### config.mk
export PLATFORM = sky130hd
export DESIGN_NAME = ex_mem
export DESIGN_NICKNAME = d
export VERILOG_FILES = /design/src/logic/rv_core_pkg.sv /design/src/logic/pipe_regs.sv
export VERILOG_INCLUDE_DIRS = /design/src /design/src/logic
export SDC_FILE = /design/constraint.sdc
export NUM_CORES = 1
export LEC_CHECK = 0
export BUFFER_PORTS_ARGS = -buffer_cell sky130_fd_sc_hd__buf_2
export CORE_ASPECT_RATIO = 0.8
export CORE_UTILIZATION = 42
export DETAILED_ROUTE_END_ITERATION = 8
export GPL_TIMING_DRIVEN = 0
export PLACE_DENSITY = 0.88
export SLEW_MARGIN = 20
export SYNTH_ARGS = -nofsm -noshare
export SYNTH_HDL_FRONTEND = slang
export SYNTH_SLANG_ARGS = --single-unit
### constraint.sdc
create_clock -name clk -period 1.1 [get_ports clk]
set_input_delay 0.165 -clock clk [delete_from_list [all_inputs] [get_ports clk]]
set_output_delay 0.165 -clock clk [all_outputs]
set_load 0.01 [all_outputs]
### src/logic/rv_core_macros.svh
`ifndef RV_CORE_MACROS_SVH
`define RV_CORE_MACROS_SVH

// Datapath and memory geometry
`define XLEN 32
`define MEM_WORDS 512
// Byte address spanning MEM_WORDS words of 4 bytes
`define PC_WIDTH 11

// ADDI x0,x0,0
`define NOP_INSN 32'h0000_0013
// JAL x0,0 marks the end of a program
`define HALT_INSN 32'h0000_006f

`define RESET_LEVEL 1'b1

`endif

### src/logic/rv_core_pkg.sv
`default_nettype none

`include "rv_core_macros.svh"

package rv_core_pkg;

    typedef logic [`XLEN-1:0] word_t;
    typedef logic [`PC_WIDTH-1:0] addr_t;
    typedef logic [4:0] reg_idx_t;
    typedef logic [31:0] insn_t;

    typedef enum logic [6:0] {
        OPC_OP     = 7'b0110011,
        OPC_OP_IMM = 7'b0010011,
        OPC_LOAD   = 7'b0000011,
        OPC_STORE  = 7'b0100011,
        OPC_JAL    = 7'b1101111
    } opcode_e;

    typedef enum logic [2:0] {
        ALU_ADD,
        ALU_SUB,
        ALU_AND,
        ALU_OR,
        ALU_XOR
    } alu_op_e;

    // Memory user that owns the current cycle
    typedef enum logic [1:0] {
        GNT_NONE,
        GNT_LOAD_PORT,
        GNT_DATA,
        GNT_FETCH
    } grant_e;

    typedef struct packed {
        addr_t pc;
        insn_t insn;
        logic  valid;
    } if_id_t;

    typedef struct packed {
        word_t    rs1_data;
        word_t    rs2_data;
        word_t    imm;
        alu_op_e  alu_op;
        reg_idx_t rd;
        logic     reg_write;
        logic     mem_write;
        logic     mem_to_reg;
        logic     alu_src;
        logic     halt;
    } id_ex_t;

    typedef struct packed {
        word_t    alu_result;
        word_t    store_data;
        reg_idx_t rd;
        logic     reg_write;
        logic     mem_write;
        logic     mem_to_reg;
        logic     halt;
    } ex_mem_t;

    // Load data comes straight from the memory into writeback
    typedef struct packed {
        word_t    alu_result;
        reg_idx_t rd;
        logic     reg_write;
        logic     mem_to_reg;
        logic     halt;
    } mem_wb_t;

endpackage

`default_nettype wire

### src/logic/pipe_regs.sv
`default_nettype none

`include "rv_core_macros.svh"



module ex_mem (
    input  logic                 clk,
    input  logic                 i_reset,
    input  rv_core_pkg::ex_mem_t i_d,
    output rv_core_pkg::ex_mem_t o_q
);

    always_ff @(posedge clk)
    begin
        if (i_reset == `RESET_LEVEL)
        begin
            o_q <= '0;
        end
        else
        begin
            o_q <= i_d;
        end
    end

endmodule


`default_nettype wire

======== Word-level counts from Yosys, hierarchy flattened ========
Index checks and enable logic that the tools add are counted.
storage, ports and cells
  input bits .............................. 75
  word-level logic and storage cells ...... 7
  flip-flop bits (word level) ............. 73
  output and inout bits ................... 73

======== Logic depth before layout (Yosys ltp) ========
  depth in word-level cells ............... 0
  gate-level depth with buffers ........... 3
  mapped depth without buffers ............ 1

======== Least setup slack after synthesis ========
Ideal clock, no wire load.
  path kind ............................... input -> register
  start ................................... input port i_reset
  end ..................................... register o_q[10] (netlist bit)
  required time ........................... 986 ps
  path slack .............................. 534 ps
  library setup time ...................... 114 ps
  stages on the path ...................... 3
  data arrival time ....................... 452 ps
  buffers on the path ..................... 2
  cell sequence ........................... buf_6 -> buf_6 -> nor2b_1
RTL lines
  item                    RTL line         RTL
  start: declaration      pipe_regs.sv:9   input logic i_reset,
  end signal: assignment  pipe_regs.sv:22  o_q <= i_d;
  end: declaration        pipe_regs.sv:11  output rv_core_pkg::ex_mem_t o_q
No word-level cell between the ends.

======== Worst setup path after layout ========
  start ................................... register o_q[46] (netlist bit)
  end ..................................... output port o_q[46] (netlist bit)
No word-level cell between the ends.

==> flow_summary.json <==
{
  "run_status": "finished, final reports clean",
  "largest_reg_flops": 73,
  "fmax_mhz": 1050,
  "cp_data_required_time_ps": 940,
  "cp-start-kind": "flop",
  "cts_resized": 0,
  "finalSetupViolCount": 0,
  "grt_max_degree": 13,
  "hold_class": "input pin to flop",
  "fin_crit_ps": 952,
  "setup_ws_ps": 148,
  "finalHoldViolations": 0,
  "ios": 148,
  "place.gp.congestion": 0.741,
  "cts_hold_buf": 0,
  "n_fill_cell": 349,
  "crit_family": "flip-flops",
  "grtUsageTotal_pct": 16.9,
  "die-area_sq_um": 5060,
  "reg_top3": "o_q x73",
  "multi_input_area_sq_um": 457,
  "synth_nets": 229,
  "worstMarginPinSlew_ps": 120,
  "path_cells": "buf_2",
  "slowest_delay_ps": 330,
  "critPathCaptureType": "primary output",
  "register_area_sq_um": 1460,
  "synthDistinctLibCells": 3,
  "grt_overflow": 0,
  "slew_headroom_pct": 92.0,
  "netlist_area_sq_um": 2010,
  "synthCells": 154,
  "drtAntennaViolNets": 0,
  "holdWs_ps": 30.2,
  "cts_max_level": 3,
  "yosysSeqAreaShare_pct": 72.8,
  "crit_path_max_fanout": 1,
  "antennaDiodeCount": 0,
  "antenna_found_initial": 0,
  "wl_per_cell_microns": 10.6,
  "die_w_microns": 79.3,
  "ir_drop_uv": 1140,
  "numCtsBuffers": 9,
  "p_leak_nw": 1.58,
  "vias": 1566,
  "fin_setup_tns_ps": 0,
  "cts_root_buffer": "clkbuf_8",
  "grt_pass1_vias": 1513,
  "drive_gt1_share_pct": 53.7,
  "routed_wl_microns": 3970,
  "start_util_pct": 43.7,
  "die_h_microns": 63.8,
  "rows": 22,
  "top_register": "o_q",
  "ys_warn_count": 0,
  "core_area_sq_um": 4600,
  "hold_start": "i_d[55]",
  "pwr_density_cell_nw_per_um2": 1950,
  "rsz0062_at_grt": "no",
  "hold_depth": 2,
  "routed_via_density": 4.18,
  "area_delta_synth_final_pct": 53.3,
  "cap_violations": 0,
  "place_ws_ps": 441,
  "clockBufferDepth": 2,
  "holdPathEnd": "o_q[55]$_SDFF_PP0_",
  "ys_ff_latch": 73,
  "clkTransAtPathRegs_ps": 70,
  "firstDrtPassIters": 4,
  "dp_hpwl_microns": 2990,
  "final_nets": 386,
  "drcViolationCount": 0,
  "path_buf_inv": 1,
  "cts_tree": "yes",
  "cts_setup_buffers": 0,
  "maxSlewViolCount": 0,
  "crit_type": "flop to primary output",
  "drtIter0Drc": 15,
  "arrival_ps": 790,
  "synth.avg_cell_area_sq_um": 13.0,
  "grt_pass1_wl_microns": 6280,
  "port_buffers": 146,
  "cts_sinks": 73,
  "period_share_pct": 86.5,
  "slowest_stage": "dfxtp_1"
}
==> synth_stat cells, drive strengths merged <==
cell type	count	area share [%]
nor2b	73	23
dfxtp	73	73
buf	8	4.5
==> how the worst max path moves through the flow <==
stage                            start            endpoint  cells past startpoint
global placement               i_reset   o_q[3]$_SDFF_PP0_                      3
global route        o_q[21]$_SDFF_PP0_             o_q[21]                      1
floorplan                      i_reset  o_q[10]$_SDFF_PP0_                      3
finish              o_q[46]$_SDFF_PP0_             o_q[46]                      1
CTS                 o_q[46]$_SDFF_PP0_             o_q[46]                      1
detailed placement             i_reset  o_q[34]$_SDFF_PP0_                      3
==> area by class of cell <==
type | count | share of cell area, %
buffer | 8 | 2.93
clock buffer | 10 | 4.47
clock inverter | 5 | 4.14
multi-input combinational | 73 | 14.8
sequential | 73 | 47.5
tap | 60 | 2.44
timing repair buffer | 146 | 23.7
==> through the flow <==
stage / std cells / area [sq um] / power, mW / util (%)
2_1_floorplan: 154 / 2010 / 3.10 / -
3_3_place_gp: 360 / 2810 / 3.36 / 61.2
3_5_place_dp: 360 / 2810 / 3.38 / 61.2
4_1_cts: 375 / 3080 / 6.09 / 67.0
5_1_grt: 375 / 3080 / 6.26 / 67.0
6_report: 375 / 3080 / 6.01 / 67.0
==> layout by cell type, fill, tap and decap left out, drive strengths merged <==
master	Yosys	final
bufinv	0	4
clkinvlp	0	1
clkbuf	0	10
nor2b	73	73
buf	8	154
dfxtp	73	73
==> per-layer routing <==
metal	track usage, %	up-vias	share of wire (%)
met1	14.6	685	37
li1	-	773	-
met2	29.6	100	49
met4	10.0	0	2.2
met5	0	-	0
met3	10.4	8	12
==> where the power goes <==
part	switching, mW	leakage [nW]	total, mW	internal [mW]
clock	0.911	0.129	2.70	1.78
sequential	0.0311	0.608	2.82	2.78
combinational	0.219	0.843	0.495	0.276
total	1.16	1.58	6.01	4.84
==> cells by family after synthesis <==
logic type / after synthesis / share of synthesized area (%)
DFF: 73 / 72.8
and+or+nand+nor: 73 / 22.7
buffers and inverters: 8 / 4.49
Note: power is estimated with default switching activity, not from simulation.
