`src/logic/rv_core_macros.svh`:
```
`ifndef RV_CORE_MACROS_SVH
`define RV_CORE_MACROS_SVH

// Datapath and memory geometry
`define XLEN 32
`define MEM_WORDS 512
// Byte address spanning MEM_WORDS words of 4 bytes
`define PC_WIDTH 11

// ADDI x0,x0,0
`define NOP_INSN 32'h0000_0013
// JAL x0,0 marks the end of a program
`define HALT_INSN 32'h0000_006f

`define RESET_LEVEL 1'b1

`endif

```
`src/logic/rv_core_pkg.sv`:
```
`default_nettype none

`include "rv_core_macros.svh"

package rv_core_pkg;

    typedef logic [`XLEN-1:0] word_t;
    typedef logic [`PC_WIDTH-1:0] addr_t;
    typedef logic [4:0] reg_idx_t;
    typedef logic [31:0] insn_t;

    typedef enum logic [6:0] {
        OPC_OP     = 7'b0110011,
        OPC_OP_IMM = 7'b0010011,
        OPC_LOAD   = 7'b0000011,
        OPC_STORE  = 7'b0100011,
        OPC_JAL    = 7'b1101111
    } opcode_e;

    typedef enum logic [2:0] {
        ALU_ADD,
        ALU_SUB,
        ALU_AND,
        ALU_OR,
        ALU_XOR
    } alu_op_e;

    // Memory user that owns the current cycle
    typedef enum logic [1:0] {
        GNT_NONE,
        GNT_LOAD_PORT,
        GNT_DATA,
        GNT_FETCH
    } grant_e;

    typedef struct packed {
        addr_t pc;
        insn_t insn;
        logic  valid;
    } if_id_t;

    typedef struct packed {
        word_t    rs1_data;
        word_t    rs2_data;
        word_t    imm;
        alu_op_e  alu_op;
        reg_idx_t rd;
        logic     reg_write;
        logic     mem_write;
        logic     mem_to_reg;
        logic     alu_src;
        logic     halt;
    } id_ex_t;

    typedef struct packed {
        word_t    alu_result;
        word_t    store_data;
        reg_idx_t rd;
        logic     reg_write;
        logic     mem_write;
        logic     mem_to_reg;
        logic     halt;
    } ex_mem_t;

    // Load data comes straight from the memory into writeback
    typedef struct packed {
        word_t    alu_result;
        reg_idx_t rd;
        logic     reg_write;
        logic     mem_to_reg;
        logic     halt;
    } mem_wb_t;

endpackage

`default_nettype wire

```
`src/logic/pipe_regs.sv`:
```
`default_nettype none

`include "rv_core_macros.svh"


module id_ex (
    input  logic                clk,
    input  logic                i_reset,
    input  logic                i_stall,
    input  logic                i_bubble,
    input  rv_core_pkg::id_ex_t i_d,
    output rv_core_pkg::id_ex_t o_q
);

    always_ff @(posedge clk)
    begin
        if (i_reset == `RESET_LEVEL)
        begin
            o_q <= '0;
        end
        else if (i_bubble)
        begin
            o_q <= '0;
        end
        else if (!i_stall)
        begin
            o_q <= i_d;
        end
    end

endmodule



`default_nettype wire

```
`config.mk`:
```
export PLATFORM = sky130hd
export DESIGN_NAME = id_ex
export DESIGN_NICKNAME = d
export VERILOG_FILES = /design/src/logic/rv_core_pkg.sv /design/src/logic/pipe_regs.sv
export VERILOG_INCLUDE_DIRS = /design/src /design/src/logic
export SDC_FILE = /design/constraint.sdc
export NUM_CORES = 1
export LEC_CHECK = 0
export BUFFER_PORTS_ARGS = -buffer_cell sky130_fd_sc_hd__buf_2
export CAP_MARGIN = 20
export CELL_PAD_IN_SITES_DETAIL_PLACEMENT = 0
export CELL_PAD_IN_SITES_GLOBAL_PLACEMENT = 1
export CORE_ASPECT_RATIO = 1.2
export CORE_MARGIN = 1
export CORE_UTILIZATION = 31
export CTS_CLUSTER_DIAMETER = 120
export DETAILED_ROUTE_END_ITERATION = 6
export PLACE_DENSITY = 0.83
export SYNTH_ARGS = -nofsm -noshare
export SYNTH_HDL_FRONTEND = slang
export SYNTH_SLANG_ARGS = --single-unit
export TNS_END_PERCENT = 5
```
`constraint.sdc`:
```
create_clock -name clk -period 1.29 [get_ports clk]
set_clock_uncertainty 0.05 [all_clocks]
set_input_delay 0.3225 -clock clk [delete_from_list [all_inputs] [get_ports clk]]
set_output_delay 0.3225 -clock clk [all_outputs]
set_load 0.01 [all_outputs]
```
# [Yosys cells after proc, flatten, opt, wreduce, memory -nomap -nowiden]
# Index checks and enable logic that the tools add are counted.
[classes] reduce_logical=1
[op_table] op="$reduce_or A2 Y1" count=1
[word_totals] reg_bits=109 input_bits=113

# [Longest topological paths before layout]
[logic_depth] depth_word=1 depth_mapped=5 ltp_nobuf=2

# [Worst setup path after synthesis]
# OpenSTA, ideal clock, no wires.
[synth_timing] kind="in2reg" from="input i_stall" to="register o_q[100] (netlist name)" setup_ns=0.114 arrival_time_ns=0.980 t_required_ns=1.126 path_slack_ns=0.146 stages=5 path_buffers=3 cell_sequence="buf_4 > buf_6 > buf_6 > mux2i_1 > nor2_1"
[synth_rtl] item="from (decl)" line="pipe_regs.sv:9" source="input logic i_stall,"
[synth_rtl] item="to (signal assigned)" line="pipe_regs.sv:27" source="o_q <= i_d;"
[synth_rtl] item="to (decl)" line="pipe_regs.sv:12" source="output rv_core_pkg::id_ex_t o_q"

# [Final worst setup path]
[layout_timing] from="register o_q[35] (netlist name)" to="output o_q[35] (netlist name)"
# No word-level cell between the ends.

==> impl_metrics.csv <==
group,metric,value,unit
status,status,"finished clean",
clock_network,postCtsSetupBuffers,0,
power_and_ir_drop,p_total,0.00730,W
final_layout,syn2layout_area_growth,42.8,%
sta,relSlewSlack,83.2,%
global_routing,grt_start_max_net_pins,60,
clock_network,cts_tree,"done",
clock_network,clk_latency,0.33,ns
sta,maxSlewViolCount,0,
sta,max_freq,0.837,GHz
placed_design,gp_congestion,0.685,
clock_network,clk_pin_slew,0.08,ns
synth,synth.distinct_cells,8,
power_and_ir_drop,ir_drop,0.000888,V
clock_network,cts_made_buffers,9,
synth,ys_ff_latch,109,
synth,ys_warn_count,0,
synth,synth_nets,465,
route,post_drt_wl_per_cell,12.3,um
synth,netlist_instances,352,
sta,finalSetupTns,0,ns
sta,timing.final.crit_share,92.7,%
sta,worst_slew_pin_slew,0.252,ns
clock_network,hold_buffers,0,
setup_path,critPathMaxFanout,2,
floorplan,dieArea,12800,um2
floorplan,design.core.area,12100,um2
route,drt_pre_antenna_iters,4,
sta,setup_viol,0,
setup_path,startpoint_type,"register",
floorplan,start_util,31.8,%
final_layout,most-common-layout-cells,"buf_2, mux2i_1, nor2_1, dfxtp_1, clkbuf_16",
final_layout,drive_gt1_share,42.9,%
final_layout,final_common_cell,"buf_2",
setup_path,arrival,0.82,ns
final_layout,antenna_cells,0,
placed_design,hpwl,6750,um
final_layout,top_regs,"o_q: 109 flops",
route,ant_nets,0,
setup_path,crit_type,"register to output port",
final_layout,nFillCells,1147,
global_routing,overflow,0,
setup_path,cpLargestDelayFamily,"flip-flops",
sta,post-route-min-period,1.20,ns
setup_path,max_stage_delay,0.35,ns
sta,hold_violations,0,
clock_network,clockRootBuffer,"clkbuf_16",
global_routing,grt_pass1_vias,2864,
route,vias_per_cell,4.38,
clock_network,cts.sinks,109,
synth,yosysSeqAreaShare,57.0,%
synth,netlist_area,3830,um2
final_layout,multi_input_area,1510,um2
clock_network,post_cts_resized,0,
power_and_ir_drop,power_density,1340,nW/um2
setup_path,critPathRequiredTime,0.92,ns
final_layout,top_register,"o_q",
setup_path,crit_path_cell_trace,"buf_2",
floorplan,die_y,124,um
setup_path,cp_slowest_cell,"dfxtp_1",
sta,grt_setup_unrepaired,"false",
floorplan,ios,222,
route,drtIter0Drc,59,
floorplan,dieWidth,103,um
global_routing,grt_pass1_wl,12900,um
route,vias,3218,
setup_path,worst-path-buf-inv,1,
clock_network,cts_buffer_depth,2,
synth,syn_avg_cell_area,10.9,um2
route,drcViolationCount,0,
global_routing,grt_util_all_layers,13.1,%
min_path,min_path_type,"input pin to register",
route,wl,9060,um
setup_path,end_kind,"output port",
flow_run,drv_cap,0,
final_layout,regArea,2180,um2
placed_design,io_buffers,221,
final_layout,nets,681,
floorplan,num_rows,44,
clock_network,h-tree-depth,3,
global_routing,antenna_found_initial,0,
final_layout,largest_reg_flops,109,
power_and_ir_drop,p_leak,2.93,nW
## synth_stat cells (all sizes together)
cell	instances	area, um2
or2	1	6.26
clkbuf	9	33.8
nor2	109	409
mux2i	109	1090
buf	15	109
dfxtp	109	2180
## power breakdown
| group | total, W | switching, W | internal [W] |
|---|---|---|---|
| clock | 0.00301 | 0.00128 | 0.00173 |
| combinational | 0.000767 | 0.000366 | 0.000401 |
| sequential | 0.00353 | 0.0000523 | 0.00347 |
## layer usage
| metal | wire length, um | GRT usage [%] | vias up |
|---|---|---|---|
| li1 | - | - | 1590 |
| met1 | 3540 | 13.5 | 1469 |
| met2 | 4490 | 23.6 | 145 |
| met3 | 852 | 4.71 | 14 |
| met4 | 174 | 5.46 | 0 |
| met5 | 0 | 0 | - |
## logic make-up after synthesis
logic type / share of synthesized area [%]
buffers and inverters: 3.72
DFF: 57.0
muxes: 28.5
and+or+nand+nor: 10.8
## stage by stage
stage / setup slack (ns) / std cells / hold WS (ns) / utilization, % / instance area (um2)
after floorplan: 0.146 / 352 / 0.416 / - / 3830
after global placement: 0.103 / 718 / 0.418 / 42.6 / 5140
after detailed placement: 0.0816 / 718 / 0.427 / 42.6 / 5140
after CTS: 0.0683 / 734 / 0.149 / 45.4 / 5470
after global routing: 0.0336 / 734 / 0.156 / 45.4 / 5470
final: 0.0945 / 734 / 0.156 / 45.4 / 5470
## layout make-up
type,instances,share of cell area [%]
sequential,109,39.9
multi-input combinational,219,27.6
timing repair buffer,229,22.8
clock buffer,9,4.12
tap,161,3.68
clock inverter,7,1.92
## final timing paths
check          start      end  slack (ns)  depth (start not counted)
max          o_q[35]  o_q[35]        0.09                          1
min          i_d[61]  o_q[61]        0.16                          3
max reg2reg   o_q[2]   o_q[2]        0.61                          2
min reg2reg  o_q[82]  o_q[82]        0.44                          2
Power figures use the tool's default switching activity.
