===== src/logic/rv_core_macros.svh =====
`ifndef RV_CORE_MACROS_SVH
`define RV_CORE_MACROS_SVH

// Datapath and memory geometry
`define XLEN 32
`define MEM_WORDS 512
// Byte address spanning MEM_WORDS words of 4 bytes
`define PC_WIDTH 11

// ADDI x0,x0,0
`define NOP_INSN 32'h0000_0013
// JAL x0,0 marks the end of a program
`define HALT_INSN 32'h0000_006f

`define RESET_LEVEL 1'b1

`endif


===== src/logic/rv_core_pkg.sv =====
`default_nettype none

`include "rv_core_macros.svh"

package rv_core_pkg;

    typedef logic [`XLEN-1:0] word_t;
    typedef logic [`PC_WIDTH-1:0] addr_t;
    typedef logic [4:0] reg_idx_t;
    typedef logic [31:0] insn_t;

    typedef enum logic [6:0] {
        OPC_OP     = 7'b0110011,
        OPC_OP_IMM = 7'b0010011,
        OPC_LOAD   = 7'b0000011,
        OPC_STORE  = 7'b0100011,
        OPC_JAL    = 7'b1101111
    } opcode_e;

    typedef enum logic [2:0] {
        ALU_ADD,
        ALU_SUB,
        ALU_AND,
        ALU_OR,
        ALU_XOR
    } alu_op_e;

    // Memory user that owns the current cycle
    typedef enum logic [1:0] {
        GNT_NONE,
        GNT_LOAD_PORT,
        GNT_DATA,
        GNT_FETCH
    } grant_e;

    typedef struct packed {
        addr_t pc;
        insn_t insn;
        logic  valid;
    } if_id_t;

    typedef struct packed {
        word_t    rs1_data;
        word_t    rs2_data;
        word_t    imm;
        alu_op_e  alu_op;
        reg_idx_t rd;
        logic     reg_write;
        logic     mem_write;
        logic     mem_to_reg;
        logic     alu_src;
        logic     halt;
    } id_ex_t;

    typedef struct packed {
        word_t    alu_result;
        word_t    store_data;
        reg_idx_t rd;
        logic     reg_write;
        logic     mem_write;
        logic     mem_to_reg;
        logic     halt;
    } ex_mem_t;

    // Load data comes straight from the memory into writeback
    typedef struct packed {
        word_t    alu_result;
        reg_idx_t rd;
        logic     reg_write;
        logic     mem_to_reg;
        logic     halt;
    } mem_wb_t;

endpackage

`default_nettype wire


===== src/logic/pipe_regs.sv =====
`default_nettype none

`include "rv_core_macros.svh"




module mem_wb (
    input  logic                 clk,
    input  logic                 i_reset,
    input  rv_core_pkg::mem_wb_t i_d,
    output rv_core_pkg::mem_wb_t o_q
);

    always_ff @(posedge clk)
    begin
        if (i_reset == `RESET_LEVEL)
        begin
            o_q <= '0;
        end
        else
        begin
            o_q <= i_d;
        end
    end

endmodule

`default_nettype wire


===== config.mk =====
export PLATFORM = sky130hd
export DESIGN_NAME = mem_wb
export DESIGN_NICKNAME = d
export VERILOG_FILES = /design/src/logic/rv_core_pkg.sv /design/src/logic/pipe_regs.sv
export VERILOG_INCLUDE_DIRS = /design/src /design/src/logic
export SDC_FILE = /design/constraint.sdc
export NUM_CORES = 1
export LEC_CHECK = 0
export ABC_AREA = 1
export BUFFER_PORTS_ARGS = -buffer_cell sky130_fd_sc_hd__buf_2
export CORE_MARGIN = 4
export CORE_UTILIZATION = 35
export CTS_CLUSTER_DIAMETER = 80
export CTS_CLUSTER_SIZE = 25
export DETAILED_ROUTE_END_ITERATION = 8
export PLACE_DENSITY_LB_ADDON = 0.1
export SKIP_LAST_GASP = 1
export SYNTH_ARGS = -nofsm -noshare
export SYNTH_HDL_FRONTEND = slang
export SYNTH_SLANG_ARGS = --single-unit

===== constraint.sdc =====
create_clock -name clk -period 0.8 [get_ports clk]
set_input_delay 0.04 -clock clk [delete_from_list [all_inputs] [get_ports clk]]
set_output_delay 0.04 -clock clk [all_outputs]
set_load 0.01 [all_outputs]

* Yosys cells after proc, flatten, opt, wreduce, memory -nomap -nowiden
Index checks and enable logic that the tools add are counted. Widths: inputs -> output; s select.
Storage, ports and cells: register bits after elaboration 40, bits in latches 0, RAM bits 0, ROM bits 0, input port bits 42, word-level logic and storage cells 5, memories 0
Cells by class: $add $sub $neg 0, multipliers 0, divide/modulo/power cells 0, magnitude comparators 0, equal/unequal tests 0, shift operators 0, mux-type cells 0, bitwise operators 0, reduce and logical (&&, ||, !) cells 0

* Logic depth before layout (Yosys ltp)
depth in word-level cells 0, mapped depth 2, gate-level depth less buffers 2

* Worst setup path before layout
Ideal clock, no wire load.
path kind reg-to-output, start point reg o_q[0] (netlist name), end point out o_q[0] (netlist name), data arrival time 0.331 ns, slack 0.429 ns, stages on the path, launching flop included 1, path buffers 0, cell sequence dfxtp_1
RTL lines:
- start: declaration | RTL line pipe_regs.sv:12 | output rv_core_pkg::mem_wb_t o_q
- start signal: assignment | RTL line pipe_regs.sv:23 | o_q <= i_d;
No word-level cell between the ends.

* Final worst setup path
start point reg o_q[18] (netlist name), end point out o_q[18] (netlist name)
No word-level cell between the ends.

==> metrics.yaml <==
min_period_ns: 0.822
cts_buffers: 5
die_y_um: 65.2
p_seq_frac: 0.576
cts_tree: "yes"
cp_max_fo: 1
reg_top3: "o_q (40)"
viasPerCell: 3.70
grt_pass1_vias: 1017
wl_mm: 3.03
peakVddDrop_v: 0.000946
synthFlopType: "dfxtp_1"
track_usage: 0.138
finalSetupViolations: 15
yosysTopAreaCellShare: 0.699
drt_iter0_markers: 11
place_congestion: 0.601
area_delta_synth_final_pct: 88.0
max_slew.worst_pin.slew_ns: 0.160
n_antenna_cell: 0
placed_cell_area_mm2: 0.00158
syn-cell-area_mm2: 0.00115
min_path_type: "in -> reg"
relSlewSlack: 0.893
ant_nets: 0
placedCellCount: 246
clockBufferDepth: 2
synthCells: 124
internal_power_uw: 2900
largest_reg_flops: 40
grt_max_degree: 41
portBuffers: 81
initial_utilization: 0.369
hpwl_mm: 1.66
fin_cells: 294
pwr-share-comb: 0.156
post-route-period-util: 1.03
wl_per_cell_um: 10.3
cp-end-kind: "output port"
crit_path_end: "o_q[18]"
synth_fp_nets: 166
p_total_uw: 3720
clk_pin_slew_ns: 0.10
core_mm2: 0.00310
crit_slowest_cell: "dfxtp_1"
postSynthAreaPerCell_um2: 9.24
drive_gt1_frac: 0.416
cap_violations: 0
rows: 20
rsz0062_at_grt: "yes"
ys_seq_elements: 40
synth.top_cells.by_count: "dfxtp_1, inv_1, nor2_1"
finalHoldViolations: 0
final_util: 0.694
p_leak_uw: 0.00121
switching_power_uw: 818
ys_warn_count: 0
pwr-share-clk: 0.268
crit_buf_inv: 1
violations: "setup timing"
io_pins: 82
finalNetCount: 291
vias: 1087
drv_slew: 0
hp-start: "i_reset"
crit_start: "o_q[18]"
cts-root-buf: "clkbuf_4"
status: "finished with violations"
worstSetupPathType: "reg -> out"
finalWorstSetupSlack_ns: -0.0215
p_per_area_mw_per_mm2: 1720
ys_seq_area_frac: 0.699
synth_edf_count: 0
synthArstFlopShare: 0
cpPeakStageDelay_ns: 0.33
ys_types: 4
regMostFlops: "o_q"
swShare: 0.220
clock-sinks: 40
fmax_mhz: 1220
dieArea_mm2: 0.00425
critPathRequiredTime_ns: 0.76
drc_errors: 0
cp_num_cells: 1
grt_pass1_wl_mm: 4.24
overflow: 0
crit_family: "flip-flops"
hold_ws_ns: 0.101
finalInstanceArea_mm2: 0.00215
cp_cell_sequence: "buf_2"
critPathLaunchType: "flip-flop"
die_w_um: 65.2
worstPathArrival_ns: 0.78
synth.area.top_cells: "dfxtp_1, inv_1, nor2_1"
yosysTopAreaCell: "dfxtp_1"
drt_first_pass_iters: 4
antenna_found_initial: 0
cts_htree_levels: 2
## through the flow
stage,setup TNS (ns),setup slack (ns)
floorplan,0,0.429
global placement,0,0.281
detailed placement,0,0.268
CTS,-1.23,-0.0483
global route,-2.10,-0.0723
finish,-0.0965,-0.0215
## repair_timing
action                                  4_1_cts  5_1_grt
endpoints found under the setup margin       40       40
hold buffers                                 40        0
gates resized for setup                       2       29
setup buffers                                 0        0
endpoints found under the hold margin        40        0
## cells by family after synthesis
logic type	after synthesis	share of synthesized area
DFF	40	0.699
buffers and inverters	44	0.170
and+or+nand+nor	40	0.131
## worst min path at each step
| stage | end | slack [ns] | cells past startpoint |
|---|---|---|---|
| finish | o_q[0] | 0.10 | 3 |
| global route | o_q[30] | 0.09 | 3 |
| CTS | o_q[5] | 0.08 | 3 |
| detailed placement | o_q[14] | 0.25 | 3 |
| global placement | o_q[37] | 0.24 | 3 |
| floorplan | o_q[0] | 0.15 | 2 |
## cell type report
cell class	count	area, µm²
Fill cell	274	948
Timing Repair Buffer	122	920
Sequential cell	40	821
Multi-Input combinational cell	40	150
Inverter	40	150
Clock buffer	8	58.8
Tap cell	44	55.1
## layout by cell type (no fill, tap or decap)
| cell | synthesis | routed |
|---|---|---|
| inv_1 | 40 | 40 |
| dfxtp_1 | 40 | 24 |
| clkbuf_1 | 0 | 2 |
| buf_2 | 0 | 66 |
| buf_12 | 0 | 1 |
| dfxtp_2 | 0 | 16 |
| clkbuf_8 | 0 | 1 |
| dlygate4sd3_1 | 0 | 40 |
| buf_6 | 4 | 15 |
| nor2_1 | 40 | 40 |
| clkbuf_4 | 0 | 5 |
## metal layers
| metal | up-vias | share of wire | GRT usage |
|---|---|---|---|
| met5 | - | 0 | 0 |
| met4 | 0 | 0.013 | 0.0777 |
| met3 | 5 | 0.088 | 0.0564 |
| met2 | 47 | 0.55 | 0.267 |
| met1 | 455 | 0.35 | 0.115 |
| li1 | 580 | - | - |
## worst min-delay path, delay by kind of cell
kind,cells,cell delay (ns)
buf+inv,2,0.29
simple gates,1,0.06
## power by group through the flow
| stage | sequential (µW) | combinational [µW] | clock [µW] |
|---|---|---|---|
| CTS | 2120 | 535 | 1060 |
| global route | 2150 | 635 | 1130 |
| floorplan | 2230 | 113 | 0 |
| global placement | 2160 | 374 | 0 |
| detailed placement | 2160 | 382 | 0 |
| finish | 2140 | 581 | 996 |
Power figures use the tool's default switching activity.
