[config.mk]
export PLATFORM = sky130hd
export DESIGN_NAME = decode_unit
export DESIGN_NICKNAME = d
export VERILOG_FILES = /design/src/logic/rv_core_pkg.sv /design/src/logic/decode_unit.sv
export VERILOG_INCLUDE_DIRS = /design/src /design/src/logic
export SDC_FILE = /design/constraint.sdc
export NUM_CORES = 2
export LEC_CHECK = 0
export BUFFER_PORTS_ARGS = -buffer_cell sky130_fd_sc_hd__buf_2
export CAP_MARGIN = 20
export CELL_PAD_IN_SITES_DETAIL_PLACEMENT = 0
export CELL_PAD_IN_SITES_GLOBAL_PLACEMENT = 1
export CORE_UTILIZATION = 45
export DETAILED_ROUTE_END_ITERATION = 10
export GPL_ROUTABILITY_DRIVEN = 0
export PLACE_DENSITY_LB_ADDON = 0.1
export SYNTH_ARGS = -nofsm -noshare
export SYNTH_HDL_FRONTEND = slang
export SYNTH_SLANG_ARGS = --single-unit
[constraint.sdc]
create_clock -name clk -period 6.2 [get_ports clk]
set_clock_uncertainty 0.1 [all_clocks]
set_input_delay 0.93 -clock clk [delete_from_list [all_inputs] [get_ports clk]]
set_output_delay 0.93 -clock clk [all_outputs]
set_load 0.01 [all_outputs]
[src/logic/rv_core_macros.svh]
`ifndef RV_CORE_MACROS_SVH
`define RV_CORE_MACROS_SVH

// Datapath and memory geometry
`define XLEN 32
`define MEM_WORDS 512
// Byte address spanning MEM_WORDS words of 4 bytes
`define PC_WIDTH 11

// ADDI x0,x0,0
`define NOP_INSN 32'h0000_0013
// JAL x0,0 marks the end of a program
`define HALT_INSN 32'h0000_006f

`define RESET_LEVEL 1'b1

`endif

[src/logic/rv_core_pkg.sv]
`default_nettype none

`include "rv_core_macros.svh"

package rv_core_pkg;

    typedef logic [`XLEN-1:0] word_t;
    typedef logic [`PC_WIDTH-1:0] addr_t;
    typedef logic [4:0] reg_idx_t;
    typedef logic [31:0] insn_t;

    typedef enum logic [6:0] {
        OPC_OP     = 7'b0110011,
        OPC_OP_IMM = 7'b0010011,
        OPC_LOAD   = 7'b0000011,
        OPC_STORE  = 7'b0100011,
        OPC_JAL    = 7'b1101111
    } opcode_e;

    typedef enum logic [2:0] {
        ALU_ADD,
        ALU_SUB,
        ALU_AND,
        ALU_OR,
        ALU_XOR
    } alu_op_e;

    // Memory user that owns the current cycle
    typedef enum logic [1:0] {
        GNT_NONE,
        GNT_LOAD_PORT,
        GNT_DATA,
        GNT_FETCH
    } grant_e;

    typedef struct packed {
        addr_t pc;
        insn_t insn;
        logic  valid;
    } if_id_t;

    typedef struct packed {
        word_t    rs1_data;
        word_t    rs2_data;
        word_t    imm;
        alu_op_e  alu_op;
        reg_idx_t rd;
        logic     reg_write;
        logic     mem_write;
        logic     mem_to_reg;
        logic     alu_src;
        logic     halt;
    } id_ex_t;

    typedef struct packed {
        word_t    alu_result;
        word_t    store_data;
        reg_idx_t rd;
        logic     reg_write;
        logic     mem_write;
        logic     mem_to_reg;
        logic     halt;
    } ex_mem_t;

    // Load data comes straight from the memory into writeback
    typedef struct packed {
        word_t    alu_result;
        reg_idx_t rd;
        logic     reg_write;
        logic     mem_to_reg;
        logic     halt;
    } mem_wb_t;

endpackage

`default_nettype wire

[src/logic/decode_unit.sv]
`default_nettype none

`include "rv_core_macros.svh"

module decode_unit (
    input  logic                  clk,
    input  logic                  i_reset,
    input  rv_core_pkg::if_id_t   i_if_id,
    input  rv_core_pkg::reg_idx_t i_id_ex_rd,
    input  rv_core_pkg::reg_idx_t i_ex_mem_rd,
    input  rv_core_pkg::reg_idx_t i_mem_wb_rd,
    input  logic                  i_id_ex_we,
    input  logic                  i_ex_mem_we,
    input  logic                  i_mem_wb_we,
    input  logic                  i_wb_we,
    input  rv_core_pkg::reg_idx_t i_wb_rd,
    input  rv_core_pkg::word_t    i_wb_data,
    output rv_core_pkg::id_ex_t   o_id_ex,
    output logic                  o_stall
);
    import rv_core_pkg::*;

    word_t    regs [32];
    insn_t    insn;
    opcode_e  opcode;
    reg_idx_t rs1;
    reg_idx_t rs2;
    word_t    imm_i;
    word_t    imm_s;
    word_t    rs1_val;
    word_t    rs2_val;
    logic     use_rs1;
    logic     use_rs2;
    logic     legal;

    assign insn   = i_if_id.insn;
    assign opcode = opcode_e'(insn[6:0]);
    assign rs1    = insn[19:15];
    assign rs2    = insn[24:20];
    assign imm_i  = {{(`XLEN-12){insn[31]}}, insn[31:20]};
    assign imm_s  = {{(`XLEN-12){insn[31]}}, insn[31:25], insn[11:7]};

    // x0 reads zero, and the writeback of this cycle wins over the array
    assign rs1_val = (rs1 == '0) ? '0 : (i_wb_we && i_wb_rd == rs1) ? i_wb_data : regs[rs1];
    assign rs2_val = (rs2 == '0) ? '0 : (i_wb_we && i_wb_rd == rs2) ? i_wb_data : regs[rs2];

    always_ff @(posedge clk)
    begin
        if (i_reset == `RESET_LEVEL)
        begin
            for (int i = 0; i < 32; i++)
            begin
                regs[i] <= '0;
            end
        end
        else if (i_wb_we && i_wb_rd != '0)
        begin
            regs[i_wb_rd] <= i_wb_data;
        end
    end

    always_comb
    begin
        o_id_ex          = '0;
        o_id_ex.rs1_data = rs1_val;
        o_id_ex.rs2_data = rs2_val;
        o_id_ex.rd       = insn[11:7];
        o_id_ex.alu_op   = ALU_ADD;
        use_rs1          = 1'b1;
        use_rs2          = 1'b0;
        legal            = i_if_id.valid;
        case (opcode)
            OPC_OP:
            begin
                use_rs2           = 1'b1;
                o_id_ex.reg_write = 1'b1;
                case ({insn[31:25], insn[14:12]})
                    {7'h00, 3'b000}: o_id_ex.alu_op = ALU_ADD;
                    {7'h20, 3'b000}: o_id_ex.alu_op = ALU_SUB;
                    {7'h00, 3'b100}: o_id_ex.alu_op = ALU_XOR;
                    {7'h00, 3'b110}: o_id_ex.alu_op = ALU_OR;
                    {7'h00, 3'b111}: o_id_ex.alu_op = ALU_AND;
                    default:         legal = 1'b0;
                endcase
            end
            OPC_OP_IMM:
            begin
                o_id_ex.imm       = imm_i;
                o_id_ex.alu_src   = 1'b1;
                o_id_ex.reg_write = 1'b1;
                legal             = legal && insn[14:12] == 3'b000;
            end
            OPC_LOAD:
            begin
                o_id_ex.imm        = imm_i;
                o_id_ex.alu_src    = 1'b1;
                o_id_ex.reg_write  = 1'b1;
                o_id_ex.mem_to_reg = 1'b1;
                legal              = legal && insn[14:12] == 3'b010;
            end
            OPC_STORE:
            begin
                use_rs2           = 1'b1;
                o_id_ex.imm       = imm_s;
                o_id_ex.alu_src   = 1'b1;
                o_id_ex.mem_write = 1'b1;
                legal             = legal && insn[14:12] == 3'b010;
            end
            OPC_JAL:
            begin
                // Only the self-jump is kept, as the halt
                use_rs1      = 1'b0;
                o_id_ex.halt = 1'b1;
                legal        = legal && insn == `HALT_INSN;
            end
            default: legal = 1'b0;
        endcase
        if (!legal)
        begin
            o_id_ex = '0;
            use_rs1 = 1'b0;
            use_rs2 = 1'b0;
        end
    end

    function automatic logic raw_hit(input reg_idx_t src);
        return (src != '0) &&
               ((i_id_ex_we && i_id_ex_rd == src) ||
                (i_ex_mem_we && i_ex_mem_rd == src) ||
                (i_mem_wb_we && i_mem_wb_rd == src));
    endfunction

    // Interlock until the producer has left writeback
    always_comb
    begin
        o_stall = (use_rs1 && raw_hit(rs1)) || (use_rs2 && raw_hit(rs2));
    end

endmodule

`default_nettype wire

After elaboration in Yosys (flattened, before gate mapping):

Memory sizes are Yosys's and may differ from the RTL's.
Index checks and enable logic that the tools add are counted.

* input port bits: 102
* output and inout port bits: 110
* bits in registers: 0
* memories kept: 1
* bits in writable memories: 1024
* logic and storage cells: 82

* equal/unequal tests: 19
* multiplexer cells: 27
* reductions and logical operators: 35

Memory list
* regs: words 32, bits a word 32, read ports 2, clocked after Yosys merged registers in 0, write ports 32, RTL line decode_unit.sv:23 `word_t regs [32];`

Operator list (count)
* two-way mux 32 bit: 5
* two-way mux 109 bit: 1
* one-hot mux 32 bit (2 select lines): 1
* == test 5 bit: 8
* == test 32 x 7 -> 1 bit, second input constant: 1
* OR reduction 32 bit: 1
* == test 10 x 3 -> 1 bit, second input constant: 3
* logical AND 1 bit: 16
* two-way mux 1 bit: 16
* nonzero test 5 bit: 3
* == test 7 x 6 -> 1 bit, second input constant: 2
* one-hot mux 3 bit (4 select lines): 1
* == test 10 x 9 -> 1 bit, second input constant: 1
* zero test 10 bit: 1
* zero test 5 bit: 2
* == test 7 x 2 -> 1 bit, second input constant: 1
* == test 7 x 5 -> 1 bit, second input constant: 1
* == test 7 bit, second input constant: 1
* OR reduction 2 bit: 3
* OR reduction 3 bit: 2
* logical OR 1 bit: 5
* two-way mux 5 bit: 1
* OR reduction 5 bit: 1
* one-hot mux 1 bit (4 select lines): 1
* 3 further kinds: 3

Longest topological paths before layout:

* depth in word-level cells: 7
* gate-level depth with buffers: 10
* depth with buffers taken out: 6

Worst setup path after synthesis:

Ideal clock, no wire load.

* path kind: input port to output port
* start: in i_if_id[27] (netlist bit)
* end: out o_id_ex[25] (netlist bit)
* slack: 2.309 ns
* buffers on the path: 1
* stages: 7
* data arrival time: 2.861 ns
* required time: 5.170 ns
* path through: nor4_2 nand2_1 o32ai_2 nand2_2 nor2_1 and2_1 buf_4

RTL lines
* start: declaration: RTL line decode_unit.sv:8 `input rv_core_pkg::if_id_t i_if_id,`
* end: declaration: RTL line decode_unit.sv:18 `output rv_core_pkg::id_ex_t o_id_ex,`

==> flow_summary.yaml <==
finish:
  regMostFlops: "regs"
  area_growth_pct: 11.67
  drive_gt1_share_pct: 26.60
  final_cell_mix: "edfxtp_1 (1,024), and2_1 (1,001), mux4_2 (456)"
  final_common_cell: "edfxtp_1"
  fin_nets: 4027
  largest_reg_flops: 1024
  fill_cells: 10450
  reg_top3: "regs x1024"
clock_network:
  cts_max_level: 3
  cts.sinks: 1024
  clk_pin_slew_worst_paths_ns: 0.06
  cts_buffers: 116
  clockBufferDepth: 3
  holdBufCountCts: 0
  cts_setup_buffers: 0
  post_cts_resized: 0
  cts_tree: "built"
  root_buffer: "clkbuf_16"
sta:
  max_freq_ghz: 0.1843
  hold_violations: 0
  period_share_pct: 87.54
  slew_headroom_pct: 18.92
  final.min_clock_period_ns: 5.427
  finalMaxSlewViolations: 0
  finalSetupTns_ns: 0
  rsz0062_at_grt: "no"
  tightest_slew_ns: 1.216
  setup_viol: 0
  fin_hold_ws_ns: 0.6973
power_and_ir_drop:
  pwr-share-comb_pct: 12.1
  peakVddDrop_mv: 0.2375
  p_per_area_nw_per_um2: 272.7
  intPower_w: 0.01277
  power_frac_seq_pct: 47.8
  p_sw_w: 0.004350
  switching_share_pct: 25.41
  clkPwrFrac_pct: 40.1
  p_leak_nw: 22.18
setup_path:
  max_stage_delay_ns: 0.82
  critical_path_required_ns: 5.17
  path_cells: "buf_2 > nor4_2 > nand2_1 > o32ai_2 > nand2_2 > or3_2 > o31ai_1 > buf_2"
  crit_buf_inv: 2
  start_kind: "input port"
  crit_top_cell: "buf_2"
  crit_type: "input port to output pin"
  arrival_ns: 4.40
  cp-end-kind: "output pin"
  critPathTopFamily: "simple AND/OR/NAND/NOR gates"
  cp_max_fo: 16
  cp_slowest_cell: "or3_2"
detailed_routing:
  drc_errors: 36
  vias: 37780
  ant_nets: 0
  vias_per_cell: 6.672
  first_iter_violations: 5374
  avgRoutedWirePerCell_um: 38.37
  drt-pass1-iter-count: 9
  routed_wl_um: 217300
synthesis:
  synthDistinctLibCells: 54
  syn_inst: 3857
  syn_avg_cell_area_um2: 14.58
  synth_seq_cells: 1024
  synthFlopType: "edfxtp_1"
  synth-edff-count: 1024
  syn_area_um2: 56230
  ys_warn_count: 0
  async_flop_share_pct: 0
  synth-seq-area-share_pct: 54.69
floorplanning:
  die_w_um: 355.5
  dieArea_um2: 126400
  ioPinCount: 212
  die_y_um: 355.5
  start_util_pct: 45.42
  core_area_um2: 123800
  rows: 129
global_routing:
  grt_max_degree: 72
  overflow: 0
  grt_pass1_vias: 37600
  antenna_found_initial: 26
  track_usage_pct: 34.24
  grt_pass1_wl_um: 296700
placement:
  portBuffers: 200
  dp_hpwl_um: 124200
job:
  drv_cap: 0
status:
  outcome: "complete, but fails checks"
  failed_checks: "DRC"
hold_path:
  hold_path_class: "input port to flop"
==> per-stage QoR <==
stage               std cells  setup WS (ns)  power, W  instance area (um2)  utilization (%)
CTS                      5654         0.7869   0.01712                62740            50.68
detailed placement       5442         0.7932   0.01035                59060            47.71
global route             5658         0.6945   0.01751                62780            50.72
floorplan                3888          2.309  0.009522                56350                -
global placement         5441         0.8263   0.01029                59040            47.69
finish                   5662         0.7728   0.01712                62790            50.72
==> cells in the mapped netlist (all sizes together), types with 3 or more instances <==
cell    instances  area [um2]
a21oi          54       270.3
a221oi        138        1215
a22oi          34       255.2
a32o            4       40.04
and2         1001        6262
and3           29       181.4
and4b           4       40.04
buf           148       977.2
clkbuf        281        1059
edfxtp       1024       30750
inv             5       18.76
mux2           18       202.7
mux2i         222        2222
mux4          456       10270
nand2          74       280.3
nand2b          9       56.30
nand3          12       60.06
nand3b          9       67.56
nor2          102       382.9
nor2b           6       37.54
nor3            7       35.03
nor4           12       87.58
o211ai         20       150.1
o21ai          65       325.3
o221ai         27       236.5
or2            31       193.9
or3             3       18.77
or3b            3       26.28
xnor2           8       70.07
xor2           32       280.3
==> kinds of logic (layout without fill, tap and decap cells) <==
family / count (synthesis) / in the layout / share of synthesized area, %
flops: 1024 / 1024 / 54.69
mux: 696 / 696 / 22.58
compound gates: 349 / 349 / 4.548
other cells: 1 / 38 / 0.006669
simple gates: 1312 / 1312 / 13.90
xor+xnor: 40 / 40 / 0.6230
buf+inv: 435 / 566 / 3.660
==> layout make-up <==
type / count / area (um2) / area share, %
Sequential cell: 1024 / 30750 / 48.97
Multi-Input combinational cell: 2429 / 23830 / 37.94
Clock buffer: 143 / 3004 / 4.784
Timing Repair Buffer: 348 / 2450 / 3.901
Tap cell: 1637 / 2048 / 3.262
Clock inverter: 69 / 676.9 / 1.078
Inverter: 6 / 25.02 / 0.03985
Antenna cell: 6 / 15.01 / 0.02391
==> worst paths after layout <==
kind / to / depth (start not counted) / start / slack (ns)
setup / recovery: o_id_ex[106] / 8 / i_if_id[27] / 0.77
hold / removal: regs[11][3] / 2 / i_wb_data[3] / 0.70
==> per-layer routing <==
metal | vias up | track usage, % | wire length [um]
met5 | - | 0 | 50
met4 | 8 | 14.96 | 10070
met3 | 517 | 7.334 | 22290
met2 | 2436 | 55.16 | 103700
met1 | 19860 | 44.77 | 81190
li1 | 14960 | - | -
==> power groups by stage <==
stage | logic (W) | clock network [W] | registers (W)
2_1_floorplan | 0.00127 | 0 | 0.00825
3_3_place_gp | 0.00201 | 0 | 0.00828
3_5_place_dp | 0.00203 | 0 | 0.00833
4_1_cts | 0.00203 | 0.00691 | 0.00818
5_1_grt | 0.00212 | 0.00717 | 0.00823
6_report | 0.00206 | 0.00687 | 0.00819
No activity file was read; power rests on OpenSTA's default activity.
