===== src/logic/rv_core_macros.svh =====
`ifndef RV_CORE_MACROS_SVH
`define RV_CORE_MACROS_SVH

// Datapath and memory geometry
`define XLEN 32
`define MEM_WORDS 512
// Byte address spanning MEM_WORDS words of 4 bytes
`define PC_WIDTH 11

// ADDI x0,x0,0
`define NOP_INSN 32'h0000_0013
// JAL x0,0 marks the end of a program
`define HALT_INSN 32'h0000_006f

`define RESET_LEVEL 1'b1

`endif


===== src/logic/rv_core_pkg.sv =====
`default_nettype none

`include "rv_core_macros.svh"

package rv_core_pkg;

    typedef logic [`XLEN-1:0] word_t;
    typedef logic [`PC_WIDTH-1:0] addr_t;
    typedef logic [4:0] reg_idx_t;
    typedef logic [31:0] insn_t;

    typedef enum logic [6:0] {
        OPC_OP     = 7'b0110011,
        OPC_OP_IMM = 7'b0010011,
        OPC_LOAD   = 7'b0000011,
        OPC_STORE  = 7'b0100011,
        OPC_JAL    = 7'b1101111
    } opcode_e;

    typedef enum logic [2:0] {
        ALU_ADD,
        ALU_SUB,
        ALU_AND,
        ALU_OR,
        ALU_XOR
    } alu_op_e;

    // Memory user that owns the current cycle
    typedef enum logic [1:0] {
        GNT_NONE,
        GNT_LOAD_PORT,
        GNT_DATA,
        GNT_FETCH
    } grant_e;

    typedef struct packed {
        addr_t pc;
        insn_t insn;
        logic  valid;
    } if_id_t;

    typedef struct packed {
        word_t    rs1_data;
        word_t    rs2_data;
        word_t    imm;
        alu_op_e  alu_op;
        reg_idx_t rd;
        logic     reg_write;
        logic     mem_write;
        logic     mem_to_reg;
        logic     alu_src;
        logic     halt;
    } id_ex_t;

    typedef struct packed {
        word_t    alu_result;
        word_t    store_data;
        reg_idx_t rd;
        logic     reg_write;
        logic     mem_write;
        logic     mem_to_reg;
        logic     halt;
    } ex_mem_t;

    // Load data comes straight from the memory into writeback
    typedef struct packed {
        word_t    alu_result;
        reg_idx_t rd;
        logic     reg_write;
        logic     mem_to_reg;
        logic     halt;
    } mem_wb_t;

endpackage

`default_nettype wire


===== src/logic/execute_unit.sv =====
`default_nettype none

module execute_unit (
    input  rv_core_pkg::id_ex_t  i_id_ex,
    output rv_core_pkg::ex_mem_t o_ex_mem
);
    import rv_core_pkg::*;

    word_t op_a;
    word_t op_b;
    word_t result;

    assign op_a = i_id_ex.rs1_data;
    // Immediate for ADDI and for load/store addresses
    assign op_b = i_id_ex.alu_src ? i_id_ex.imm : i_id_ex.rs2_data;

    always_comb
    begin
        case (i_id_ex.alu_op)
            ALU_ADD: result = op_a + op_b;
            ALU_SUB: result = op_a - op_b;
            ALU_AND: result = op_a & op_b;
            ALU_OR:  result = op_a | op_b;
            ALU_XOR: result = op_a ^ op_b;
            default: result = op_a + op_b;
        endcase
    end

    assign o_ex_mem = '{
        alu_result: result,
        store_data: i_id_ex.rs2_data,
        rd:         i_id_ex.rd,
        reg_write:  i_id_ex.reg_write,
        mem_write:  i_id_ex.mem_write,
        mem_to_reg: i_id_ex.mem_to_reg,
        halt:       i_id_ex.halt
    };

endmodule

`default_nettype wire


===== config.mk =====
export PLATFORM = sky130hd
export DESIGN_NAME = execute_unit
export DESIGN_NICKNAME = d
export VERILOG_FILES = /design/src/logic/rv_core_pkg.sv /design/src/logic/execute_unit.sv
export VERILOG_INCLUDE_DIRS = /design/src /design/src/logic
export SDC_FILE = /design/constraint.sdc
export NUM_CORES = 1
export LEC_CHECK = 0
export BUFFER_PORTS_ARGS = -buffer_cell sky130_fd_sc_hd__buf_2
export CORE_MARGIN = 2
export CORE_UTILIZATION = 30
export DETAILED_ROUTE_END_ITERATION = 8
export PLACE_DENSITY = 0.58
export SYNTH_ARGS = -nofsm -noshare
export SYNTH_HDL_FRONTEND = slang
export SYNTH_SLANG_ARGS = --single-unit

===== constraint.sdc =====
create_clock -name vclk -period 6.52
set_input_delay 0.326 -clock vclk [all_inputs]
set_output_delay 0.326 -clock vclk [all_outputs]
set_load 0.01 [all_outputs]

### After elaboration in Yosys (flattened, before gate mapping)

Index checks and enable logic that the tools add are counted.

* muxes and demuxes: 2
* bitwise operators: 3
* equality and inequality tests: 4
* $add $sub $neg: 2

Operators with widths (number)
* $pmux 32 s4: 1
* $add 32x32->32: 1
* $and 32x32->32: 1
* $mux 32: 1
* $or 32x32->32: 1
* $sub 32x32->32: 1
* $xor 32x32->32: 1
* $eq 3x2->1 const B: 2
* $eq 3x1->1 const B: 1
* $eq 3x3->1 const B: 1

* word-level logic and storage cells: 11
* register bits after elaboration: 0

### Depth between registers and ports, before layout

Gate-level depths: netlist of the first run.

* depth after elaboration: 3
* mapped depth: 23
* mapped depth without buffers: 18

### Worst setup path before layout of the first run

No wires, ideal clock.

* path type: input port to output port
* start: in i_id_ex[1] (netlist name)
* end: out o_ex_mem[66] (netlist name)
* arrival time: 4977 ps
* stages: 22
* path slack: 1217 ps
* path buffers: 6
* cells stage by stage: buf_2 -> buf_2 -> buf_2 -> buf_2 -> buf_2 -> mux2i_1 -> ha_1 -> o221ai_1 -> nor4_1 -> o21a_1 -> a21oi_1 -> xnor2_1 -> ha_1 -> clkbuf_1 -> nand2_1 -> nor2_1 -> nand2_1 -> or3_1 -> o211ai_1 -> a41oi_1 -> xor2_1 -> o21ai_1

RTL lines
* start, declared: RTL line execute_unit.sv:4 `input rv_core_pkg::id_ex_t i_id_ex,`
* end, declared: RTL line execute_unit.sv:5 `output rv_core_pkg::ex_mem_t o_ex_mem`

==> run_results.csv, run 1 <==
group,metric,value,unit
finish,final-seq-area,0,µm²
floorplanning,start_util,0.309,
routing,first_iter_violations,446,
run_status,status,"completed",
timing,holdWs,652,ps
hold_path,hold_depth,0,
routing,vias_per_cell,5.20,
hold_path,holdCritStartpoint,"i_id_ex[5]",
setup_path,cp_max_fo,33,
routing,wl_per_cell,16.3,µm
routing,first_pass_iters,6,
power_and_ir_drop,vdd_ir_drop_max,0.0316,mV
finish,area_delta_synth_final,13.4,%
power_and_ir_drop,cellLeakagePower,2.97,nW
power_and_ir_drop,combinationalPowerShare,1.000,
setup_path,path_class,"input pin to output port",
synthesis,synthCells,747,
routing,vias,5529,
place,place_hpwl,14300,µm
synthesis,synth_warnings,0,
power_and_ir_drop,intPower,0.000271,W
finish,layout-drive-gt1-share,0.215,
timing,post-route-period-util,0.829,
synthesis,synth_area_leaders,"ha_1, mux2i_1, a21oi_1",
synthesis,synthDominantCellAreaShare,0.234,
power_and_ir_drop,pwr-share-seq,0,
grt,antenna_found_initial,0,
grt,grt_overflow,0,
floorplanning,dieArea,18200,µm²
timing,slew-limit-headroom,0.317,
timing,drv_slew,0,
synthesis,seq_area_frac_synth,0,
place,portBuffers,164,
run,max_cap_violations,0,
setup_path,crit_required,6190,ps
synthesis,synth_cell_types,60,
timing,worst_pin_slew,1020,ps
floorplanning,fp.dieH,135,µm
setup_path,startpoint_type,"input pin",
clocking,cts_hold_buf,0,
floorplanning,coreArea,16600,µm²
timing,hold_violations,0,
synthesis,synth.avg_cell_area,6.88,µm²
power_and_ir_drop,powerDensity,114,nW/µm²
place,place_ws,1110,ps
grt,grt_start_max_net_pins,53,
grt,grt_first_pass_wirelength,26700,µm
finish,final_nets,1051,
grt,grt_pass1_vias,4965,
setup_path,cp-startpoint,"i_id_ex[1]",
synthesis,synth_top_area_cell,"ha_1",
clocking,cts_resized,0,
hold_path,hold_path.class,"input pin to output port",
timing,period_needed,5410,ps
timing,rsz0062_at_grt,"no",
timing,final-setup-viol-count,0,
power_and_ir_drop,clockPowerShare,0,
power_and_ir_drop,switchingPower,0.000397,W
setup_path,end_kind,"output port",
grt,grt_use_total,0.181,
power_and_ir_drop,p_sw_frac,0.594,
synthesis,synth_fp_nets,953,
routing,drcViolationCount,0,
synthesis,mappedNetlistArea,5140,µm²
floorplanning,fp.dieW,135,µm
timing,fin_setup_tns,0,ps
finish,clock_buffers,0,
finish,fin_util,0.350,
place,gp_congestion,0.909,
floorplanning,core.rowCount,47,
floorplanning,ios,182,
timing,fmax,0.185,GHz
finish,diodes,0,
setup_path,arrival,5080,ps
routing,routed_wl,17300,µm
finish,seq_cell_count,0,
timing,setup_ws,1110,ps
routing,antenna_left,0,
clocking,post-cts-setup-buffer-count,0,
-- synthesized netlist by cell type, drive strengths merged, types with 4 or more instances --
cell type,instances
ha,96
inv,83
a21oi,78
nor2,65
buf,50
o21ai,45
xnor2,45
mux2i,43
nand2,32
clkbuf,23
nor3,21
o22ai,14
xor2,14
a211oi,12
a21o,9
a22oi,9
nand3,8
o21a,8
o21bai,7
a31oi,6
and3,6
nor2b,6
nor3b,6
nor4,6
and2,5
nand4,5
o31ai,5
o211ai,4
or4,4
-- final timing paths --
kind,to
worst max-delay path,o_ex_mem[69]
worst min-delay path,o_ex_mem[4]
-- worst max-delay path: stages --
cell and delay [ps]:
buf_2 520, mux2i_1 440, ha_1 250, o221ai_1 200, nor4_1 470, o21a_1 250, and3_1 190, and2_1 270
a21oi_1 120, xnor2_1 160, ha_1 380, and2_1 230, nand2_1 110, nor3_1 140, o221ai_1 170, a31o_2 250
o21bai_1 160, xnor2_1 150, o21ai_0 100, buf_2 180
-- power groups by stage --
stage	Combinational (W)	Clock, W	Sequential [W]
6_report	0.000667	0	0
5_1_grt	0.000739	0	0
4_1_cts	0.000663	0	0
3_5_place_dp	0.000659	0	0
3_3_place_gp	0.000658	0	0
2_1_floorplan	0.000459	0	0
-- final cells by class --
type,instances,area [µm²]
Tap cell,220,275
Timing Repair Buffer,169,858
Multi-Input combinational cell,590,4380
Fill cell,1829,10800
Inverter,84,315
-- cell families (layout without fill, tap and decap cells) --
family / count (synthesis) / after routing / synth area share
AO/OA/AOI/OAI: 215 / 215 / 0.256
XOR/XNOR: 59 / 59 / 0.102
adder cells (fa/ha/maj): 97 / 97 / 0.238
buffers and inverters: 157 / 253 / 0.148
multiplexers: 43 / 43 / 0.0838
AND/OR/NAND/NOR: 176 / 176 / 0.173
-- layout by cell type, fill, tap and decap left out, types with 4 or more instances in the layout --
cell type  count
inv_1         82
buf_2        164
nand3_1        8
a211oi_1      12
a21o_1         9
xnor2_1       44
and2_1         5
o211ai_1       4
nor3b_1        4
o21a_1         8
and3_1         6
nand4_1        5
nor2_1        65
o21ai_0       35
nor3_1        21
ha_1          96
o21bai_1       7
a22oi_1        9
a31oi_1        6
o21ai_1       10
nand2_1       32
o31ai_1        5
a21oi_1       78
nor4_1         5
nor2b_1        6
o22ai_1       14
xor2_1        14
mux2i_1       43
buf_4          5
-- per-layer routing --
layer / vias up / wire length, µm / global-route usage
met2: 200 / 7250 / 0.282
li1: 2779 / - / -
met3: 8 / 1040 / 0.00976
met4: 0 / 61 / 0.00409
met1: 2542 / 8930 / 0.286
met5: - / 0 / 0
-- through the flow --
stage               instance area, µm²  power [W]  instances
floorplan                         5140   0.000459        747
global placement                  5830   0.000658       1063
detailed placement                5830   0.000659       1063
CTS                               5830   0.000663       1063
global route                      5830   0.000739       1063
finish                            5830   0.000667       1063
No activity file was read; power rests on OpenSTA's default activity.
==> run 2, diff against run 1 <==
==> constraint.sdc (replaced) <==
create_clock -name vclk -period 5.3
set_input_delay 0.265 -clock vclk [all_inputs]
set_output_delay 0.265 -clock vclk [all_outputs]
set_load 0.01 [all_outputs]
==> run_results.csv, run 2 (synthesis gave the netlist of run 1 again) <==
group,metric,value,unit
finish,most-common-layout-cells,"buf_2, ha_1, inv_1, a21oi_1, nor2_1",
grt,grt_start_max_net_pins,31,
setup_path,startpoint_type,"input pin",
floorplanning,start_util,0.309,
place,place_hpwl,14500,µm
place,gp_congestion,0.925,
finish,clock_buffers,0,
timing,drv_slew,0,
grt,grt_first_pass_wirelength,26700,µm
timing,slew-limit-headroom,0.359,
timing,fmax,0.206,GHz
run_status,status,"completed",
routing,dr.max_layer_used,"met4",
floorplanning,dieArea,18200,µm²
timing,fin_setup_tns,0,ps
power_and_ir_drop,powerDensity,140,nW/µm²
setup_path,end_kind,"output port",
routing,met3_length,986,µm
routing,routed_wl,17200,µm
grt,grt_use_total,0.180,
finish,final_nets,1055,
timing,rsz0062_at_grt,"no",
place,portBuffers,164,
setup_path,path_class,"input pin to output port",
routing,first_iter_violations,367,
routing,wl_per_cell,16.1,µm
timing,hold_violations,0,
run,max_cap_violations,0,
timing,final-setup-viol-count,0,
floorplanning,fp.dieW,135,µm
hold_path,hold_path.class,"input pin to output port",
grt,antenna_found_initial,1,
setup_path,arrival,4580,ps
timing,worst_pin_slew,958,ps
setup_path,crit_required,5040,ps
power_and_ir_drop,finalPower,0.000824,W
setup_path,cp_max_fo,15,
hold_path,hold_depth,0,
floorplanning,core.rowCount,47,
timing,post-route-period-util,0.915,
routing,vias,5524,
routing,vias_per_cell,5.17,
clocking,cts_hold_buf,0,
finish,final_common_cell,"buf_2",
floorplanning,ios,182,
finish,layout-drive-gt1-share,0.221,
power_and_ir_drop,vdd_ir_drop_max,0.0420,mV
routing,wl_met2,7360,µm
routing,first_pass_iters,5,
finish,seq_cell_count,0,
finish,area_delta_synth_final,14.3,%
grt,grt_pass1_vias,5072,
grt,grt_overflow,0,
routing,wl_met1,8770,µm
floorplanning,coreArea,16600,µm²
floorplanning,fp.dieH,135,µm
timing,period_needed,4850,ps
routing,antenna_left,0,
finish,final-seq-area,0,µm²
power_and_ir_drop,cellLeakagePower,2.98,nW
routing,drcViolationCount,0,
==> run 2: area by class of cell <==
| class | count | area, µm² |
|---|---|---|
| Fill cell | 1823 | 10800 |
| Multi-Input combinational cell | 590 | 4390 |
| Tap cell | 220 | 275 |
| Inverter | 84 | 315 |
| Timing Repair Buffer | 173 | 892 |
| Antenna cell | 1 | 2.50 |
==> run 2: worst max-delay path, cell delays in order <==
cell and delay (ps):
buf_2 270, mux2i_2 370, ha_1 240, o221ai_1 250
nor4_2 370, o21a_1 230, and3_1 190, and2_1 220
a31oi_1 180, xnor2_1 200, ha_1 380, nand3_1 160
nor2_1 90, and4_1 190, a211o_1 330, a21oi_1 190
xor2_1 80, o21ai_0 210, buf_2 180
==> run 2: through the flow <==
| step | utilization | hold slack [ps] | worst slack, ps | instance area (µm²) | instances |
|---|---|---|---|---|---|
| 2_1_floorplan | - | 622 | 119 | 5140 | 747 |
| 3_3_place_gp | 0.351 | 530 | 385 | 5840 | 1065 |
| 3_5_place_dp | 0.351 | 530 | 311 | 5840 | 1065 |
| 4_1_cts | 0.351 | 530 | 306 | 5840 | 1065 |
| 5_1_grt | 0.353 | 530 | 46.7 | 5870 | 1068 |
| 6_report | 0.353 | 530 | 453 | 5870 | 1068 |
==> run 2: timing repair <==
item	in CTS	in global routing
endpoints found under the setup margin	0	5
buffers inserted	0	2
resized for setup	0	3
==> run 2: metal layers <==
layer	global-route usage	vias to the layer above
met3	0.00863	10
met4	0.0105	0
met2	0.283	173
met5	0	-
met1	0.281	2547
li1	-	2794
==> run 2: where the power goes <==
group	internal (W)	switching, W
Combinational	0.000338	0.000486
Sequential	0	0
Clock	0.0000000000252	0
Total	0.000338	0.000486
==> run 2: path summary, 6_finish.rpt <==
check | startpoint | endpoint | slack (ps)
hold / removal | i_id_ex[5] | o_ex_mem[4] | 530
setup / recovery | i_id_ex[1] | o_ex_mem[71] | 450
